<file path="src/include/psram_macros.svh">
/* PSRAM controller constants
   Command codes, field widths, phase lengths and the default power-up delay */
`ifndef PSRAM_MACROS_SVH
`define PSRAM_MACROS_SVH

// SPI init commands
`define PSRAM_CMD_RSTEN      8'h66
`define PSRAM_CMD_RST        8'h99
`define PSRAM_CMD_QPI_EN     8'h35

// QPI access commands
`define PSRAM_CMD_QREAD      8'hEB
`define PSRAM_CMD_QWRITE     8'h38

// Field widths
`define PSRAM_ADDR_W         24
`define PSRAM_DATA_W         16

// Phase lengths in mem_clk cycles
`define PSRAM_SPI_BITS       8
`define PSRAM_CMD_NIBBLES    2
`define PSRAM_ADDR_NIBBLES   6
`define PSRAM_DATA_NIBBLES   4
`define PSRAM_WAIT_CYCLES    6

// About 150 us at 84 MHz
`define PSRAM_PWRUP_DEFAULT  12800

`endif

</file>
<file path="src/hw/psram_pkg.sv">
/* PSRAM controller types
   Transfer kinds, sequencer states and shifter phases */
`default_nettype none

package psram_pkg;

	// Kind of transfer on the PSRAM pins
	typedef enum logic [1:0] {
		OP_NONE,
		OP_SPI_CMD,
		OP_QREAD,
		OP_QWRITE
	} psram_op_e;

	// Sequencer states, init first then QPI access
	typedef enum logic [3:0] {
		ST_PWRUP,
		ST_RSTEN,
		ST_RST,
		ST_QPI_EN,
		ST_IDLE,
		ST_CMD,
		ST_ADDR,
		ST_WAIT,
		ST_DATA,
		ST_DONE
	} ctrl_state_e;

	// What the shifter does this cycle
	typedef enum logic [2:0] {
		PH_IDLE,
		PH_SPI,
		PH_CMD,
		PH_ADDR,
		PH_WAIT,
		PH_WDATA,
		PH_RDATA
	} phase_e;

endpackage

`default_nettype wire

</file>
<file path="src/hw/psram_cycle_timer.sv">
/* Phase timer
   Loadable 16-bit down-counter, starts at the power-up delay and stops at zero */
`timescale 1ns/1ps
`default_nettype none
`include "psram_macros.svh"

module psram_cycle_timer #(
	parameter int unsigned POWERUP_CYCLES = `PSRAM_PWRUP_DEFAULT
) (
	input  wire         mem_clk,
	input  wire         rst_n,
	input  wire         timer_load,
	input  wire  [15:0] timer_count,
	output logic        timer_zero
);

	logic [15:0] count;

	always_ff @(posedge mem_clk or negedge rst_n) begin
		if (!rst_n) begin
			// Power-up delay runs right out of reset
			count <= 16'(POWERUP_CYCLES);
		end else if (timer_load) begin
			count <= timer_count;
		end else if (count != 16'd0) begin
			count <= count - 16'd1;
		end
	end

	// Phase ends on the cycle this is seen
	assign timer_zero = (count == 16'd0);

endmodule

`default_nettype wire

</file>
<file path="src/hw/psram_shifter.sv">
/* PSRAM pin shifter
   Drives command, address and write data on sio and collects read nibbles */
`timescale 1ns/1ps
`default_nettype none
`include "psram_macros.svh"

module psram_shifter (
	input  wire                      mem_clk,
	input  wire                      rst_n,
	input  wire psram_pkg::phase_e   phase,
	input  wire psram_pkg::psram_op_e op,
	input  wire  [7:0]               cmd_byte,
	input  wire                      shift_load,
	input  wire  [`PSRAM_ADDR_W-1:0] req_addr,
	input  wire  [`PSRAM_DATA_W-1:0] req_wdata,
	output logic                     mem_ce_n,
	output logic [3:0]               sio_out,
	output logic                     sio_oe,
	input  wire  [3:0]               sio_in,
	output logic [`PSRAM_DATA_W-1:0] rdata_word
);
	import psram_pkg::*;

	// Command, address, write data
	localparam int SHIFT_W = 8 + `PSRAM_ADDR_W + `PSRAM_DATA_W;

	logic [SHIFT_W-1:0] shift_q;
	logic [SHIFT_W-1:0] shift_word;

	// Fields not used by this op stay zero
	always_comb begin
		shift_word = {cmd_byte, {(SHIFT_W - 8){1'b0}}};
		if ((op == OP_QREAD) || (op == OP_QWRITE)) begin
			shift_word[`PSRAM_DATA_W +: `PSRAM_ADDR_W] = req_addr;
		end
		if (op == OP_QWRITE) begin
			shift_word[`PSRAM_DATA_W-1:0] = req_wdata;
		end
	end

	// CE low for the whole transfer
	assign mem_ce_n = (phase == PH_IDLE);
	// Memory owns the bus from the first wait cycle
	assign sio_oe = (phase == PH_SPI) || (phase == PH_CMD) ||
			(phase == PH_ADDR) || (phase == PH_WDATA);
	// SPI uses sio[0] only
	assign sio_out = (phase == PH_SPI) ? {3'b000, shift_q[SHIFT_W-1]} :
			shift_q[SHIFT_W-1 -: 4];

	always_ff @(posedge mem_clk or negedge rst_n) begin
		if (!rst_n) begin
			shift_q <= '0;
		end else if (shift_load) begin
			shift_q <= shift_word;
		end else if (phase == PH_SPI) begin
			// One bit per cycle, MSB first
			shift_q <= {shift_q[SHIFT_W-2:0], 1'b0};
		end else if (sio_oe) begin
			// One nibble per cycle
			shift_q <= {shift_q[SHIFT_W-5:0], 4'b0000};
		end
	end

	// Read nibbles, MSB first, sampled at the end of each data cycle
	always_ff @(posedge mem_clk) begin
		if (phase == PH_RDATA) begin
			rdata_word <= {rdata_word[`PSRAM_DATA_W-5:0], sio_in};
		end
	end

endmodule

`default_nettype wire

</file>
<file path="src/hw/psram_sequencer.sv">
/* PSRAM sequencer
   Power-up wait, the three SPI init commands, then QPI read and write phases */
`timescale 1ns/1ps
`default_nettype none
`include "psram_macros.svh"

module psram_sequencer (
	input  wire                   mem_clk,
	input  wire                   rst_n,
	input  wire                   req_valid,
	input  wire                   req_write,
	output logic                  req_done,
	output logic                  init_done,
	output logic                  timer_load,
	output logic [15:0]           timer_count,
	input  wire                   timer_zero,
	output psram_pkg::phase_e     phase,
	output psram_pkg::psram_op_e  op,
	output logic [7:0]            cmd_byte,
	output logic                  shift_load
);
	import psram_pkg::*;

	ctrl_state_e state;
	ctrl_state_e state_nxt;
	// SPI byte on the pins; low during the CE-high gap before it
	logic        spi_run;
	logic        spi_run_nxt;

	always_comb begin
		state_nxt   = state;
		spi_run_nxt = spi_run;
		timer_load  = 1'b0;
		timer_count = 16'd0;
		shift_load  = 1'b0;
		req_done    = 1'b0;
		phase       = PH_IDLE;
		case (state)
			ST_PWRUP: begin
				// Timer starts at the power-up delay out of reset
				if (timer_zero) begin
					state_nxt = ST_RSTEN;
				end
			end
			ST_RSTEN, ST_RST, ST_QPI_EN: begin
				if (!spi_run) begin
					// Gap cycle, load byte and bit count
					shift_load  = 1'b1;
					timer_load  = 1'b1;
					timer_count = 16'(`PSRAM_SPI_BITS - 1);
					spi_run_nxt = 1'b1;
				end else begin
					phase = PH_SPI;
					if (timer_zero) begin
						spi_run_nxt = 1'b0;
						case (state)
							ST_RSTEN: state_nxt = ST_RST;
							ST_RST:   state_nxt = ST_QPI_EN;
							default:  state_nxt = ST_IDLE;
						endcase
					end
				end
			end
			ST_IDLE: begin
				if (req_valid) begin
					shift_load  = 1'b1;
					timer_load  = 1'b1;
					timer_count = 16'(`PSRAM_CMD_NIBBLES - 1);
					state_nxt   = ST_CMD;
				end
			end
			ST_CMD: begin
				phase = PH_CMD;
				if (timer_zero) begin
					timer_load  = 1'b1;
					timer_count = 16'(`PSRAM_ADDR_NIBBLES - 1);
					state_nxt   = ST_ADDR;
				end
			end
			ST_ADDR: begin
				phase = PH_ADDR;
				if (timer_zero) begin
					timer_load = 1'b1;
					// Writes go straight to data
					if (req_write) begin
						timer_count = 16'(`PSRAM_DATA_NIBBLES - 1);
						state_nxt   = ST_DATA;
					end else begin
						timer_count = 16'(`PSRAM_WAIT_CYCLES - 1);
						state_nxt   = ST_WAIT;
					end
				end
			end
			ST_WAIT: begin
				phase = PH_WAIT;
				if (timer_zero) begin
					timer_load  = 1'b1;
					timer_count = 16'(`PSRAM_DATA_NIBBLES - 1);
					state_nxt   = ST_DATA;
				end
			end
			ST_DATA: begin
				phase = req_write ? PH_WDATA : PH_RDATA;
				if (timer_zero) begin
					state_nxt = ST_DONE;
				end
			end
			ST_DONE: begin
				// CE back high, read word already complete
				req_done  = 1'b1;
				state_nxt = ST_IDLE;
			end
			default: begin
				state_nxt = ST_PWRUP;
			end
		endcase
	end

	// Command byte and transfer kind per state
	always_comb begin
		op       = OP_NONE;
		cmd_byte = 8'h00;
		case (state)
			ST_RSTEN: begin
				op       = OP_SPI_CMD;
				cmd_byte = `PSRAM_CMD_RSTEN;
			end
			ST_RST: begin
				op       = OP_SPI_CMD;
				cmd_byte = `PSRAM_CMD_RST;
			end
			ST_QPI_EN: begin
				op       = OP_SPI_CMD;
				cmd_byte = `PSRAM_CMD_QPI_EN;
			end
			ST_IDLE, ST_CMD, ST_ADDR, ST_WAIT, ST_DATA: begin
				// Idle only counts once a request is up
				if (req_valid) begin
					op       = req_write ? OP_QWRITE : OP_QREAD;
					cmd_byte = req_write ? `PSRAM_CMD_QWRITE : `PSRAM_CMD_QREAD;
				end
			end
			default: begin
				op = OP_NONE;
			end
		endcase
	end

	always_ff @(posedge mem_clk or negedge rst_n) begin
		if (!rst_n) begin
			state     <= ST_PWRUP;
			spi_run   <= 1'b0;
			init_done <= 1'b0;
		end else begin
			state   <= state_nxt;
			spi_run <= spi_run_nxt;
			// Stays set once QPI mode is entered
			if ((state == ST_QPI_EN) && (state_nxt == ST_IDLE)) begin
				init_done <= 1'b1;
			end
		end
	end

endmodule

`default_nettype wire

</file>
<file path="src/hw/psram_axil_slave.sv">
/* AXI4-Lite slave for the PSRAM controller
   Takes one read or write at a time and holds its response until taken */
`timescale 1ns/1ps
`default_nettype none
`include "psram_macros.svh"

module psram_axil_slave (
	input  wire                      mem_clk,
	input  wire                      rst_n,
	input  wire  [31:0]              awaddr,
	input  wire                      awvalid,
	output logic                     awready,
	input  wire  [31:0]              wdata,
	input  wire                      wvalid,
	output logic                     wready,
	output logic                     bvalid,
	output logic [1:0]               bresp,
	input  wire                      bready,
	input  wire  [31:0]              araddr,
	input  wire                      arvalid,
	output logic                     arready,
	output logic                     rvalid,
	output logic [31:0]              rdata,
	output logic [1:0]               rresp,
	input  wire                      rready,
	input  wire                      init_done,
	output logic                     req_valid,
	output logic                     req_write,
	output logic [`PSRAM_ADDR_W-1:0] req_addr,
	output logic [`PSRAM_DATA_W-1:0] req_wdata,
	input  wire                      req_done,
	input  wire  [`PSRAM_DATA_W-1:0] rdata_word
);
	import psram_pkg::*;

	// Request in flight, OP_NONE when nothing pending
	psram_op_e                cur_op;
	logic [`PSRAM_DATA_W-1:0] rdata_q;
	logic                     idle;
	logic                     wr_fire;
	logic                     rd_fire;

	// Free for a new request only once init is over and no response waits
	assign idle = init_done && (cur_op == OP_NONE) && !bvalid && !rvalid;

	// AW and W are taken together
	assign awready = idle && awvalid && wvalid;
	assign wready  = awready;
	// Reads yield to any write half on offer
	assign arready = idle && !awvalid && !wvalid;

	assign wr_fire = awvalid && awready;
	assign rd_fire = arvalid && arready;

	// Request side follows the pending op
	assign req_valid = (cur_op != OP_NONE);
	assign req_write = (cur_op == OP_QWRITE);

	// Always OKAY
	assign bresp = 2'b00;
	assign rresp = 2'b00;
	// Word zero-extended onto the data bus
	assign rdata = {{(32 - `PSRAM_DATA_W){1'b0}}, rdata_q};

	always_ff @(posedge mem_clk or negedge rst_n) begin
		if (!rst_n) begin
			cur_op <= OP_NONE;
			bvalid <= 1'b0;
			rvalid <= 1'b0;
		end else begin
			if (wr_fire) begin
				cur_op <= OP_QWRITE;
			end else if (rd_fire) begin
				cur_op <= OP_QREAD;
			end else if (req_done) begin
				// Turn the finished request into its response
				cur_op <= OP_NONE;
				if (cur_op == OP_QWRITE) begin
					bvalid <= 1'b1;
				end else begin
					rvalid <= 1'b1;
				end
			end
			if (bvalid && bready) begin
				bvalid <= 1'b0;
			end
			if (rvalid && rready) begin
				rvalid <= 1'b0;
			end
		end
	end

	// Byte address to word address
	always_ff @(posedge mem_clk) begin
		if (wr_fire) begin
			req_addr  <= awaddr[`PSRAM_ADDR_W:1];
			req_wdata <= wdata[`PSRAM_DATA_W-1:0];
		end else if (rd_fire) begin
			req_addr <= araddr[`PSRAM_ADDR_W:1];
		end
		// Read word arrives with req_done
		if (req_done && (cur_op == OP_QREAD)) begin
			rdata_q <= rdata_word;
		end
	end

endmodule

`default_nettype wire

</file>
<file path="src/hw/psram_ctrl_top.sv">
/* Quad-SPI PSRAM controller with an AXI4-Lite slave
   Connects the AXI front end, sequencer, phase timer and pin shifter */
`timescale 1ns/1ps
`default_nettype none
`include "psram_macros.svh"

module psram_ctrl_top #(
	parameter int unsigned POWERUP_CYCLES = `PSRAM_PWRUP_DEFAULT
) (
	input  wire         mem_clk,
	input  wire         rst_n,
	// AXI4-Lite slave
	input  wire  [31:0] awaddr,
	input  wire         awvalid,
	output logic        awready,
	input  wire  [31:0] wdata,
	input  wire         wvalid,
	output logic        wready,
	output logic        bvalid,
	output logic [1:0]  bresp,
	input  wire         bready,
	input  wire  [31:0] araddr,
	input  wire         arvalid,
	output logic        arready,
	output logic        rvalid,
	output logic [31:0] rdata,
	output logic [1:0]  rresp,
	input  wire         rready,
	// PSRAM pins, sio split into both directions
	output logic        mem_ce_n,
	output logic [3:0]  sio_out,
	output logic        sio_oe,
	input  wire  [3:0]  sio_in,
	output logic        init_done
);
	import psram_pkg::*;

	// Request handshake
	logic                     req_valid;
	logic                     req_write;
	logic [`PSRAM_ADDR_W-1:0] req_addr;
	logic [`PSRAM_DATA_W-1:0] req_wdata;
	logic                     req_done;
	logic [`PSRAM_DATA_W-1:0] rdata_word;
	// Timer control
	logic                     timer_load;
	logic [15:0]              timer_count;
	logic                     timer_zero;
	// Shifter control
	phase_e                   phase;
	psram_op_e                op;
	logic [7:0]               cmd_byte;
	logic                     shift_load;

	psram_axil_slave u_axil_slave (.*);

	psram_sequencer u_sequencer (.*);

	psram_cycle_timer #(
		.POWERUP_CYCLES(POWERUP_CYCLES)
	) u_cycle_timer (.*);

	psram_shifter u_shifter (.*);

endmodule

`default_nettype wire

</file>
<file path="config.mk">
export PLATFORM = sky130hd
export DESIGN_NAME = psram_ctrl_top
export DESIGN_NICKNAME = d
export VERILOG_FILES = /design/src/hw/psram_pkg.sv /design/src/hw/psram_cycle_timer.sv /design/src/hw/psram_shifter.sv /design/src/hw/psram_sequencer.sv /design/src/hw/psram_axil_slave.sv /design/src/hw/psram_ctrl_top.sv
export VERILOG_INCLUDE_DIRS = /design/src /design/src/include
export SDC_FILE = /design/constraint.sdc
export NUM_CORES = 1
export LEC_CHECK = 0
export BUFFER_PORTS_ARGS = -buffer_cell sky130_fd_sc_hd__buf_2
export CAP_MARGIN = 10
export CORE_MARGIN = 1
export CORE_UTILIZATION = 35
export CTS_CLUSTER_SIZE = 24
export DETAILED_ROUTE_END_ITERATION = 10
export PLACE_DENSITY = 0.54
export SKIP_CTS_REPAIR_TIMING = 1
export SYNTH_ARGS = -nofsm -noshare
export SYNTH_HDL_FRONTEND = slang
export SYNTH_SLANG_ARGS = --single-unit
</file>
<file path="constraint.sdc">
create_clock -name mem_clk -period 2.5 [get_ports mem_clk]
set_input_delay 0.5 -clock mem_clk [delete_from_list [all_inputs] [get_ports mem_clk]]
set_output_delay 0.5 -clock mem_clk [all_outputs]
set_load 0.05 [all_outputs]
</file>
# Word level (Yosys, flattened, before mapping)
# Index checks and enable logic that the tools add are counted.
[totals]
regBits = 146
inputBits = 107
[op_classes]
addsub = 1
eq_ne = 24
muxes = 58
n_reduce_logical = 39
[op_table]
columns = ["op", "n"]
rows = [
  ["$mux W48", 3],
  ["$pmux W16 S5", 1],
  ["$mux W24", 3],
  ["$mux W16", 4],
  ["$mux W4", 10],
  ["$pmux W4 S8", 1],
  ["$pmux W8 S4", 1],
  ["$eq A4 B3 Y1 const B", 5],
  ["$mux W1", 19],
  ["$logic_not A16 Y1", 1],
  ["$mux W8", 2],
  ["$reduce_bool A16 Y1", 1],
  ["$sub A16 B1 Y16 const B", 1],
  ["$pmux W3 S5", 1],
  ["$logic_and A1 B1 Y1", 13],
  ["$mux W2", 6],
  ["$reduce_bool A2 Y1", 6],
  ["$ne A2 B2 Y1 const B", 5],
  ["$mux W3", 3],
  ["$eq A2 B2 Y1 const B", 4],
  ["$eq A4 B2 Y1 const B", 2],
  ["$eq A4 B4 Y1 const B", 2],
  ["$reduce_and A4 Y1", 2],
  ["$eq A3 B2 Y1 const B", 2],
  ["other kinds (15)", 24],
]

# Logic depth before layout (Yosys ltp)
# Gate-level depths: netlist of the first run.
[logic_depth]
ltp_word = 10
mapped_depth = 9

# By module
# Synthesis of the first run repeated with hierarchy kept, for this count alone.
[hier_totals]
cells_unflattened = 740
hier_area_um2 = 7956.4
[by_module_without_submodules]
columns = ["module", "instances", "cells_each", "area_per_inst_um2"]
rows = [
  ["psram_shifter", 1, 397, 3666.0],
  ["psram_axil_slave", 1, 129, 2444.8],
  ["psram_cycle_timer", 1, 104, 1009.7],
  ["psram_sequencer", 1, 110, 835.8],
]

# Least setup slack after synthesis of the first run
# Ideal clock, no wire load.
[synth_timing]
kind = "input to register"
from = "input port awvalid"
to = "register u_axil_slave.bvalid"
t_arrival_ps = 2608
path_slack_ps = -250
cell_stages = 4
path_cell_list = "or3b_2 -> a21oi_1 -> or2_2 -> o31ai_1"
[synth_between]
elab_chain_len = 6
[synth_lines]
columns = ["element", "line", "text"]
rows = [
  ["start, declared", "psram_ctrl_top.sv:14", "input wire awvalid,"],
  ["$logic_not A1 Y1", "psram_axil_slave.sv:50", "assign arready = idle && !awvalid && !wvalid;"],
  ["$logic_and A1 B1 Y1 (2 in series)", "psram_axil_slave.sv:50", ""],
  ["$logic_and A1 B1 Y1", "psram_axil_slave.sv:53", "assign rd_fire = arvalid && arready;"],
  ["$ne A2 B2 Y1 (no line)", "--", ""],
  ["$reduce_and A4 Y1 (no line) (*)", "--", ""],
  ["end signal, assigned", "psram_axil_slave.sv:68", "bvalid <= 1'b0;"],
  ["end signal, assigned", "psram_axil_slave.sv:79", "bvalid <= 1'b1;"],
  ["end signal, assigned", "psram_axil_slave.sv:85", "bvalid <= 1'b0;"],
  ["end, declared", "psram_axil_slave.sv:16", "output logic bvalid,"],
]
# Every way passes the cells marked *; elsewhere a longest branch is shown, timed or not.
# A chain may end at the register's enable or synchronous reset.

# Worst setup path in the final report of the first run
[layout_timing]
from = "register u_sequencer.state[0]"
to = "output port sio_oe"
[layout_between]
elab_chain_len = 7
[layout_lines]
columns = ["element", "line", "text"]
rows = [
  ["start, declared", "psram_sequencer.sv:24", "ctrl_state_e state;"],
  ["start signal, assigned", "psram_sequencer.sv:155", "state <= state_nxt;"],
  ["$eq A4 B1 Y1 or $eq A4 B2 Y1 (tied branches)", "psram_sequencer.sv:38", "case (state)"],
  ["$reduce_or A3 Y1 (no line)", "--", ""],
  ["$pmux W3 S5 (*)", "psram_sequencer.sv:38", ""],
  ["$eq A3 B1 Y1 or $eq A3 B2 Y1 (tied branches)", "psram_shifter.sv:44", "assign sio_oe = (phase == PH_SPI) || (phase == PH_CMD) ||"],
  ["$logic_or A1 B1 Y1 (2 in series)", "psram_shifter.sv:44", ""],
  ["$logic_or A1 B1 Y1 (*)", "psram_shifter.sv:45", "(phase == PH_ADDR) || (phase == PH_WDATA);"],
  ["end, declared", "psram_ctrl_top.sv:32", "output logic sio_oe,"],
]
# Marked as above.

==> results.txt, run 1 <==
----------------------------------------------------
[Run status]
  Outcome ... complete, no violations

[STA]
  Period minus WS final ... 2.48 ns
  Setup violations, final ... 0
  Setup repair after global routing missed its margin ... true
  Highest attainable clock frequency ... 0.403 GHz
  Share of the cycle needed by the critical path after routing ... roughly 100%
  Pins Over Slew Limit ... 0
  Worst slew margin relative to its limit ... 38.6%
  Slew at the pin closest to its max-slew limit ... between 0.9 and 1 ns
  Final-report hold violation count ... 0
  Worst Skew ... 0.00856 ns

[Pwr]
  Cell area power density ... 1240 nW/um^2
  Worst voltage drop across the vdd grid ... a little over 0.6 mV
  Combinational group share of total power ... 44.4%
  Leakage power figure ... 3.59 nW
  Net Sw Power ... 4.43 mW
  Sequential Power Share ... about 33%
  Cell internal power dissipation ... 6.67 mW
  Share of power burned in the clock network ... a little under a quarter
  Net switching share of the total power ... between 30% and 40%

[Synth]
  Ys Warns ... 0
  Largest cells by area after synthesis ... edfxtp_1 30%, dfrtp_1 24%, mux2_2 4.0%
  Cell accounting for the most synthesized area ... edfxtp_1
  Post-synth top area share ... 29.7%
  Number of flops mapped to enable cells by yosys ... between 70 and 80
  FFs w/ async S/R, synth ... 50.7%
  Number of distinct library cells after synthesis ... 64
  Part of the Yosys area used for sequential elements ... 55.1%
  Post-synth design cell area ... between 7000 and 8000 um^2
  Mapped Avg Cell Area ... ~11 um^2
  Most instantiated flip-flop cell in the synthesis netlist ... edfxtp_1
  Number of instances in the synthesized netlist ... about 630
  Post-synthesis sequential element count ... 146

[Finish]
  Filler instances ... ~1900
  Final antenna diode count ... 0
  Number of nets at the end of the flow ... 854
  Share of layout cells above drive strength 1 ... 31.2%
  Area growth from synthesis to final layout ... 22.6%
  Non-filler cells in the finished layout ... just over 1000
  Final instance area ... 8930 um^2

[Worst setup path]
  Setup CP Type ... reg -> out
  CP Data Arrival Time ... about 2.0 ns
  Critical Path Start Type ... register
  Largest stage delay on the critical path ... about 0.38 ns
  Number of buffer and inverter instances along the worst setup path ... 3
  Top Family by Delay on Critical Path ... simple AND/OR/NAND/NOR gates
  Critical-path cell list ... or2_1 -> buf_4 -> nor4_4 -> nor2_1 -> inv_1 -> buf_4
  Endpoint type of the worst setup path ... output port
  Maximum fanout encountered on the critical timing path ... 6
  Slowest cell on crit path ... dfrtp_1
  CP dominant cell by count ... buf_4
  Critical path required time ... 2.00 ns

[Routing]
  Vias post-DR ... 5582
  Number of DRC violations after detailed routing ... 0
  Total routed wirelength ... about 17000 um
  Routed wire per std cell ... 16.7 um
  Routed via count divided by cell count ... 5.44
  Initial DRC Count ... about 400
  Post-route ant nets ... 0
  TritonRoute pass-1 iters ... 5

[Global route]
  Vias in the first global route ... 5604
  First-pass GRT wire length ... approximately 28000 um
  Overall Global Routing Usage ... approximately 16%
  Number of antenna violations at the first check in global routing ... 0
  Largest net degree at the start of global routing ... 75
  Congestion Overflow GR ... 0

[Floorplanning]
  Full die area ... 21400 um^2
  Num rows ... 52
  Horizontal die dimension ... 146 um
  DIE HEIGHT ... between 100 and 150 um
  Core area ... 20300 um^2
  Number of top-level pins ... around 160
  Starting utilization of the core area ... 35.9%

[Clock tree]
  Skew-Pair Late Insertion Delay ... 0.42 ns
  CTS max path bufs ... 2
  Clock slew at reported path FFs ... 0.06 ns
  Depth of the CTS H-tree ... 4
  Clock Sinks ... ~150
  TritonCTS buffer count ... 17
  Clock tree root buffer cell ... clkbuf_16
  Clock tree from TritonCTS ... done

[Placed design]
  Gp weighted congestion ... 0.843
  Buffers on Ports ... 102
  Detailed-placement wirelength estimate ... 11500 um
  Total placed instance area ... 8290 um^2
  Number of placed instances, taps included ... 994

[Job]
  Max Cap Viol ... 0

[Worst hold path]
  Hold crit path type ... in -> async

----------------------------------------------------
==> sequential cells by signal, indices dropped and copies added, names as in the netlist <==
name,count
u_axil_slave.bvalid,1
u_axil_slave.cur_op,2
u_axil_slave.rdata_q,16
u_axil_slave.req_addr,24
u_axil_slave.req_wdata,16
u_axil_slave.rvalid,1
u_cycle_timer.count,16
u_sequencer.init_done,1
u_sequencer.spi_run,1
u_sequencer.state,4
u_shifter.rdata_word,16
u_shifter.shift_q,48
==> final timing paths <==
check	slack [ns]	endpoint	cells after the start	from
setup reg to reg	0.11	u_sequencer.state[2]	6	u_cycle_timer.count[0]
setup / recovery	0.02	sio_oe	6	u_sequencer.state[0]
max in group asynchronous	2.01	u_sequencer.state[2]	2	rst_n
hold reg to reg	0.42	u_axil_slave.rdata_q[14]	0	u_shifter.rdata_word[14]
min in group mem_clk	0.25	u_axil_slave.req_wdata[7]	1	wdata[7]
hold / removal	0.1	u_cycle_timer.count[14]	2	rst_n
==> layer usage <==
layer  track usage (%)  vias up  part of all wire, %  wire [um]
li1                  -     2653                    -          -
met1              21.1     2733                   45       7630
met2              27.0      171                   50       8490
met3              3.50       25                  4.1        711
met4              6.72        0                  1.8        306
met5                 0        -                    0          0
==> cells in the final DEF, fill, tap and decap left out, drive strengths merged, types with 4 or more instances in the layout <==
cell type and count:
a22o 4, clkbuf 21, and2 4, nand2 15, o2111ai 27, or4b 4
o21ai 12, mux2 26, nor2 45, nor2b 4, a211oi 16, inv 31
edfxtp 72, dfrtp 71, conb 20, a21o 6, nor3 5, o211ai 4
a21boi 19, or3 8, nor4 8, ha 4, a31oi 6, o31ai 29
mux2i 19, buf 150, a311oi 24, clkinvlp 4, or4 7, nand2b 7
a221oi 18, a21oi 24
==> area by class of cell <==
cell class / count / area [um^2] / share of cell area (%)
flip-flops and latches: 146 / 4020 / 45.0
multi-input cells: 401 / 2940 / 32.9
clock inverters: 13 / 148 / 1.65
inverters: 25 / 93.8 / 1.05
clock buffers: 19 / 443 / 4.96
repair buffers: 152 / 950 / 10.6
well taps: 270 / 338 / 3.78
==> power by group through the flow <==
stage / registers (mW) / clock network, mW / logic [mW]
after floorplan: 3.46 / 0 / 3.54
after global placement: 3.61 / 0 / 4.77
after detailed placement: 3.64 / 0 / 4.89
after CTS: 3.60 / 2.62 / 4.91
after global routing: 3.70 / 2.72 / 5.40
final: 3.62 / 2.55 / 4.93
==> cells by family after synthesis <==
group                      synth area share [%]
AOI/OAI and AO/OA                          21.4
xor gates and xnor gates                  0.361
adders and majority gates                 0.687
buffers and inverters                      6.65
DFF                                        55.1
muxes                                      6.63
other                                    0.0515
and+or+nand+nor                            9.05
==> through the flow <==
| step | total power, mW | hold WS [ns] | setup WS, ns | util [%] | TNS [ns] |
|---|---|---|---|---|---|
| after floorplan | 7.00 | 0.204 | -0.00858 | - | -0.00858 |
| after global placement | 8.38 | 0.401 | 0.0853 | 40.8 | 0 |
| after detailed placement | 8.53 | 0.406 | 0.0698 | 40.8 | 0 |
| after CTS | 11.1 | 0.135 | -0.270 | 43.7 | -0.539 |
| after global routing | 11.8 | 0.141 | -0.0696 | 44.0 | -0.0696 |
| final | 11.1 | 0.0991 | 0.0169 | 44.0 | 0 |
==> cell usage after synthesis, types with 2 or more instances <==
library cell,n
nand3_1,3
clkbuf_1,49
mux2_2,26
nor2_1,45
o41ai_1,3
or3_1,8
dfrtp_1,71
buf_2,6
a211oi_1,16
nor4b_1,2
buf_4,21
o2111ai_1,27
or4b_2,3
inv_1,25
xor2_1,2
edfxtp_1,72
nor3_1,5
o21a_1,2
and2_1,4
a311oi_1,24
nand2b_1,7
o21ai_0,12
a31oi_1,6
nor4_1,7
dfstp_2,3
a22o_1,4
a21oi_1,24
buf_1,5
a21o_1,6
a221oi_1,18
ha_1,4
nor2b_1,4
or4_1,7
a21boi_0,19
mux2i_1,19
o211ai_1,4
o31ai_1,29
or2_2,2
nand2_1,15
(Power assumes the default switching activity.)
==> run 2: changes to the inputs <==
--- a/config.mk
+++ b/config.mk
@@ -8,6 +8,7 @@
 export LEC_CHECK = 0
 export BUFFER_PORTS_ARGS = -buffer_cell sky130_fd_sc_hd__buf_2
 export CAP_MARGIN = 10
+export CORE_ASPECT_RATIO = 0.6
 export CORE_MARGIN = 1
 export CORE_UTILIZATION = 35
 export CTS_CLUSTER_SIZE = 24
==> results.txt, run 2 (synthesis gave the netlist of run 1 again) <==
----------------------------------------------------
[Routing]
  Total routed wirelength ... 18600 um (+8.7%)
  Routed via count divided by cell count ... 5.44 (about the same)
  Post-route ant nets ... 0 (unchanged)
  Initial DRC Count ... 541 (+35%)
  Vias post-DR ... 5619 (+0.66%)
  Number of DRC violations after detailed routing ... 0 (unchanged)
  TritonRoute pass-1 iters ... 5 (unchanged)
  Routed wire per std cell ... 18.1 um (+8.1%)

[Worst setup path]
  Critical-path cell list ... inv_1 -> ha_1 -> or4b_1 -> or4_4 -> or4_1 -> nand3_1
  Count of cells along the worst register-to-register path ... 6 (unchanged)
  FF-to-FF Start ... u_cycle_timer.count[0]
  Critical path required time ... 2.85 ns (+0.85 ns)
  Maximum fanout encountered on the critical timing path ... 7 (+1)
  CP Data Arrival Time ... 2.80 ns (+0.82 ns)
  Crit Reg-Reg Endpoint ... u_sequencer.state[2]
  Endpoint type of the worst setup path ... register
  Top Family by Delay on Critical Path ... simple AND/OR/NAND/NOR gates
  Setup CP Type ... reg -> reg
  Reg-to-reg slack, setup ... 0.05 ns (-0.06 ns)
  Number of buffer and inverter instances along the worst setup path ... 1 (-2)
  Slowest cell on crit path ... or4_4
  Critical Path Start Type ... register
  Largest stage delay on the critical path ... 0.63 ns (+0.25 ns)

[Placed design]
  Number of placed instances, taps included ... 998 (+0.40%)
  Gp weighted congestion ... 0.847 (+0.44%)
  Total placed instance area ... 8280 um^2 (about the same)
  Buffers on Ports ... 102 (unchanged)
  Post-placement setup slack ... -0.0224 ns (-0.0922 ns)
  Detailed-placement wirelength estimate ... 12900 um (+13%)

[STA]
  Minimum setup slack in the final design ... 0.0471 ns (+0.0302 ns)
  Worst Skew ... 0.0136 ns (+0.00499 ns)
  Period minus WS final ... 2.45 ns (-0.0302 ns)
  Worst slew margin relative to its limit ... 56.9% (+18 points)
  Worst hold-check slack ... 0.109 ns (+0.0100 ns)
  Slew at the pin closest to its max-slew limit ... 0.647 ns (-0.272 ns)
  Pins Over Slew Limit ... 0 (unchanged)
  Final-report hold violation count ... 0 (unchanged)
  Setup repair after global routing missed its margin ... false
  Highest attainable clock frequency ... 0.408 GHz (+1.2%)
  Setup violations, final ... 0 (unchanged)
  Share of the cycle needed by the critical path after routing ... 98.1% (-1.2 points)

[Finish]
  Largest registers ... u_shifter.shift_q x48, u_axil_slave.req_addr x24
  Filler instances ... 1957 (+1.2%)
  Final instance area ... 9010 um^2 (+0.87%)
  Final antenna diode count ... 0 (unchanged)
  Area growth from synthesis to final layout ... 23.7%
  Number of nets at the end of the flow ... 857 (+0.35%)
  Share of layout cells above drive strength 1 ... 32.3% (+1.1 points)
  Most used cells in the layout excluding fill and tap cells ... 100 x buf_2, 72 x edfxtp_1, 69 x dfrtp_1
  Non-filler cells in the finished layout ... 1032 (+0.58%)
  Most common library cell in the layout ignoring fill and taps ... buf_2
  Register with the most flip-flops ... u_shifter.shift_q
  Number of flip-flops in the largest register ... 48 (unchanged)

[Floorplanning]
  Core area ... 20200 um^2 (-0.39%)
  Number of top-level pins ... 155 (unchanged)
  Horizontal die dimension ... 188 um (+29%)
  Num rows ... 40 (-23%)
  Full die area ... 21400 um^2 (about the same)
  Starting utilization of the core area ... 36.0% (+0.14 points)
  DIE HEIGHT ... 114 um (-22%)

[Clock tree]
  TritonCTS buffer count ... 17 (unchanged)
  Clock tree from TritonCTS ... done
  Depth of the CTS H-tree ... 4 (unchanged)
  CTS max path bufs ... 2 (unchanged)
  Clock Sinks ... 146 (unchanged)
  Skew-Pair Late Insertion Delay ... 0.43 ns (about the same)
  Clock slew at reported path FFs ... 0.06 ns (about the same)
  Clock tree root buffer cell ... clkbuf_16

[Global route]
  Number of antenna violations at the first check in global routing ... 0 (unchanged)
  First-pass GRT wire length ... 30700 um (+9.0%)
  Congestion Overflow GR ... 0 (unchanged)
  Largest net degree at the start of global routing ... 75 (unchanged)
  Vias in the first global route ... 5602 (-0.036%)
  Overall Global Routing Usage ... 18.4% (+1.9 points)

[Worst hold path]
  Hold crit path type ... in -> async

[Pwr]
  Cell area power density ... 1260 nW/um^2 (+1.1%)
  Total Power Consumption ... 11.3 mW (+2.0%)
  Leakage power figure ... 3.63 nW (+1.1%)
  Worst voltage drop across the vdd grid ... 0.632 mV (+3.5%)

[Job]
  Max Cap Viol ... 0 (unchanged)

[Run status]
  Outcome ... complete, no violations

----------------------------------------------------
run 2: changes by cell type in the layout (fill, tap and decap cells not counted), moves of 2 or more:
cell,before,now
inv_6,6,8
clkinvlp_4,4,0
buf_6,1,3
inv_8,0,3
nor2_2,3,1
buf_2,98,100
run 2: worst register-to-register path, cell delays in order, from the launching register on:
cell and delay, ns:
dfrtp_1 0.40, inv_1 0.10, ha_1 0.18, or4b_1 0.48
or4_4 0.63, or4_1 0.50, nand3_1 0.10
run 2: per-stage QoR:
stage | TNS, ns | util [%]
6_report | 0 | 44.6
5_1_grt | 0 | 44.6
4_1_cts | -1.37 | 44.0
3_5_place_dp | -0.0224 | 41.0
3_3_place_gp | 0 | 41.0
2_1_floorplan | -0.00858 | -
run 2: area by class of cell:
class,count,area (um^2),area share [%]
timing repair buffer,155,975,10.8
sequential,146,4020,44.6
clock buffer,17,425,4.72
inverter,25,93.8,1.04
clock inverter,15,185,2.06
multi-input combinational,401,2970,33.0
tap,273,342,3.79
run 2: worst max path at each step:
| stage | start | end | depth (start not counted) |
|---|---|---|---|
| global placement | u_cycle_timer.count[0] | u_sequencer.state[2] | 6 |
| global route | u_sequencer.state[3] | sio_oe | 5 |
| floorplan | u_axil_slave.rvalid | wready | 3 |
| detailed placement | u_cycle_timer.count[0] | u_sequencer.state[2] | 6 |
| finish | u_cycle_timer.count[0] | u_sequencer.state[2] | 6 |
| CTS | u_sequencer.state[2] | sio_out[2] | 4 |
run 2: routing by layer:
metal | part of all wire (%) | up-vias | wire (um) | global-route usage [%]
met1 | 51 | 2770 | 9470 | 27.9
li1 | - | 2663 | - | -
met5 | 0 | - | 0 | 0
met4 | 1.1 | 0 | 201 | 4.66
met3 | 5.4 | 12 | 1010 | 4.80
met2 | 43 | 174 | 7960 | 25.6
run 2: power breakdown:
| part | switching (mW) | internal, mW | leakage, nW | total (mW) |
|---|---|---|---|---|
| Sequential | 0.488 | 3.15 | 1.56 | 3.63 |
| Combinational | 3.01 | 2.01 | 1.76 | 5.03 |
| Clock | 1.14 | 1.52 | 0.303 | 2.66 |
| Total | 4.64 | 6.68 | 3.63 | 11.3 |
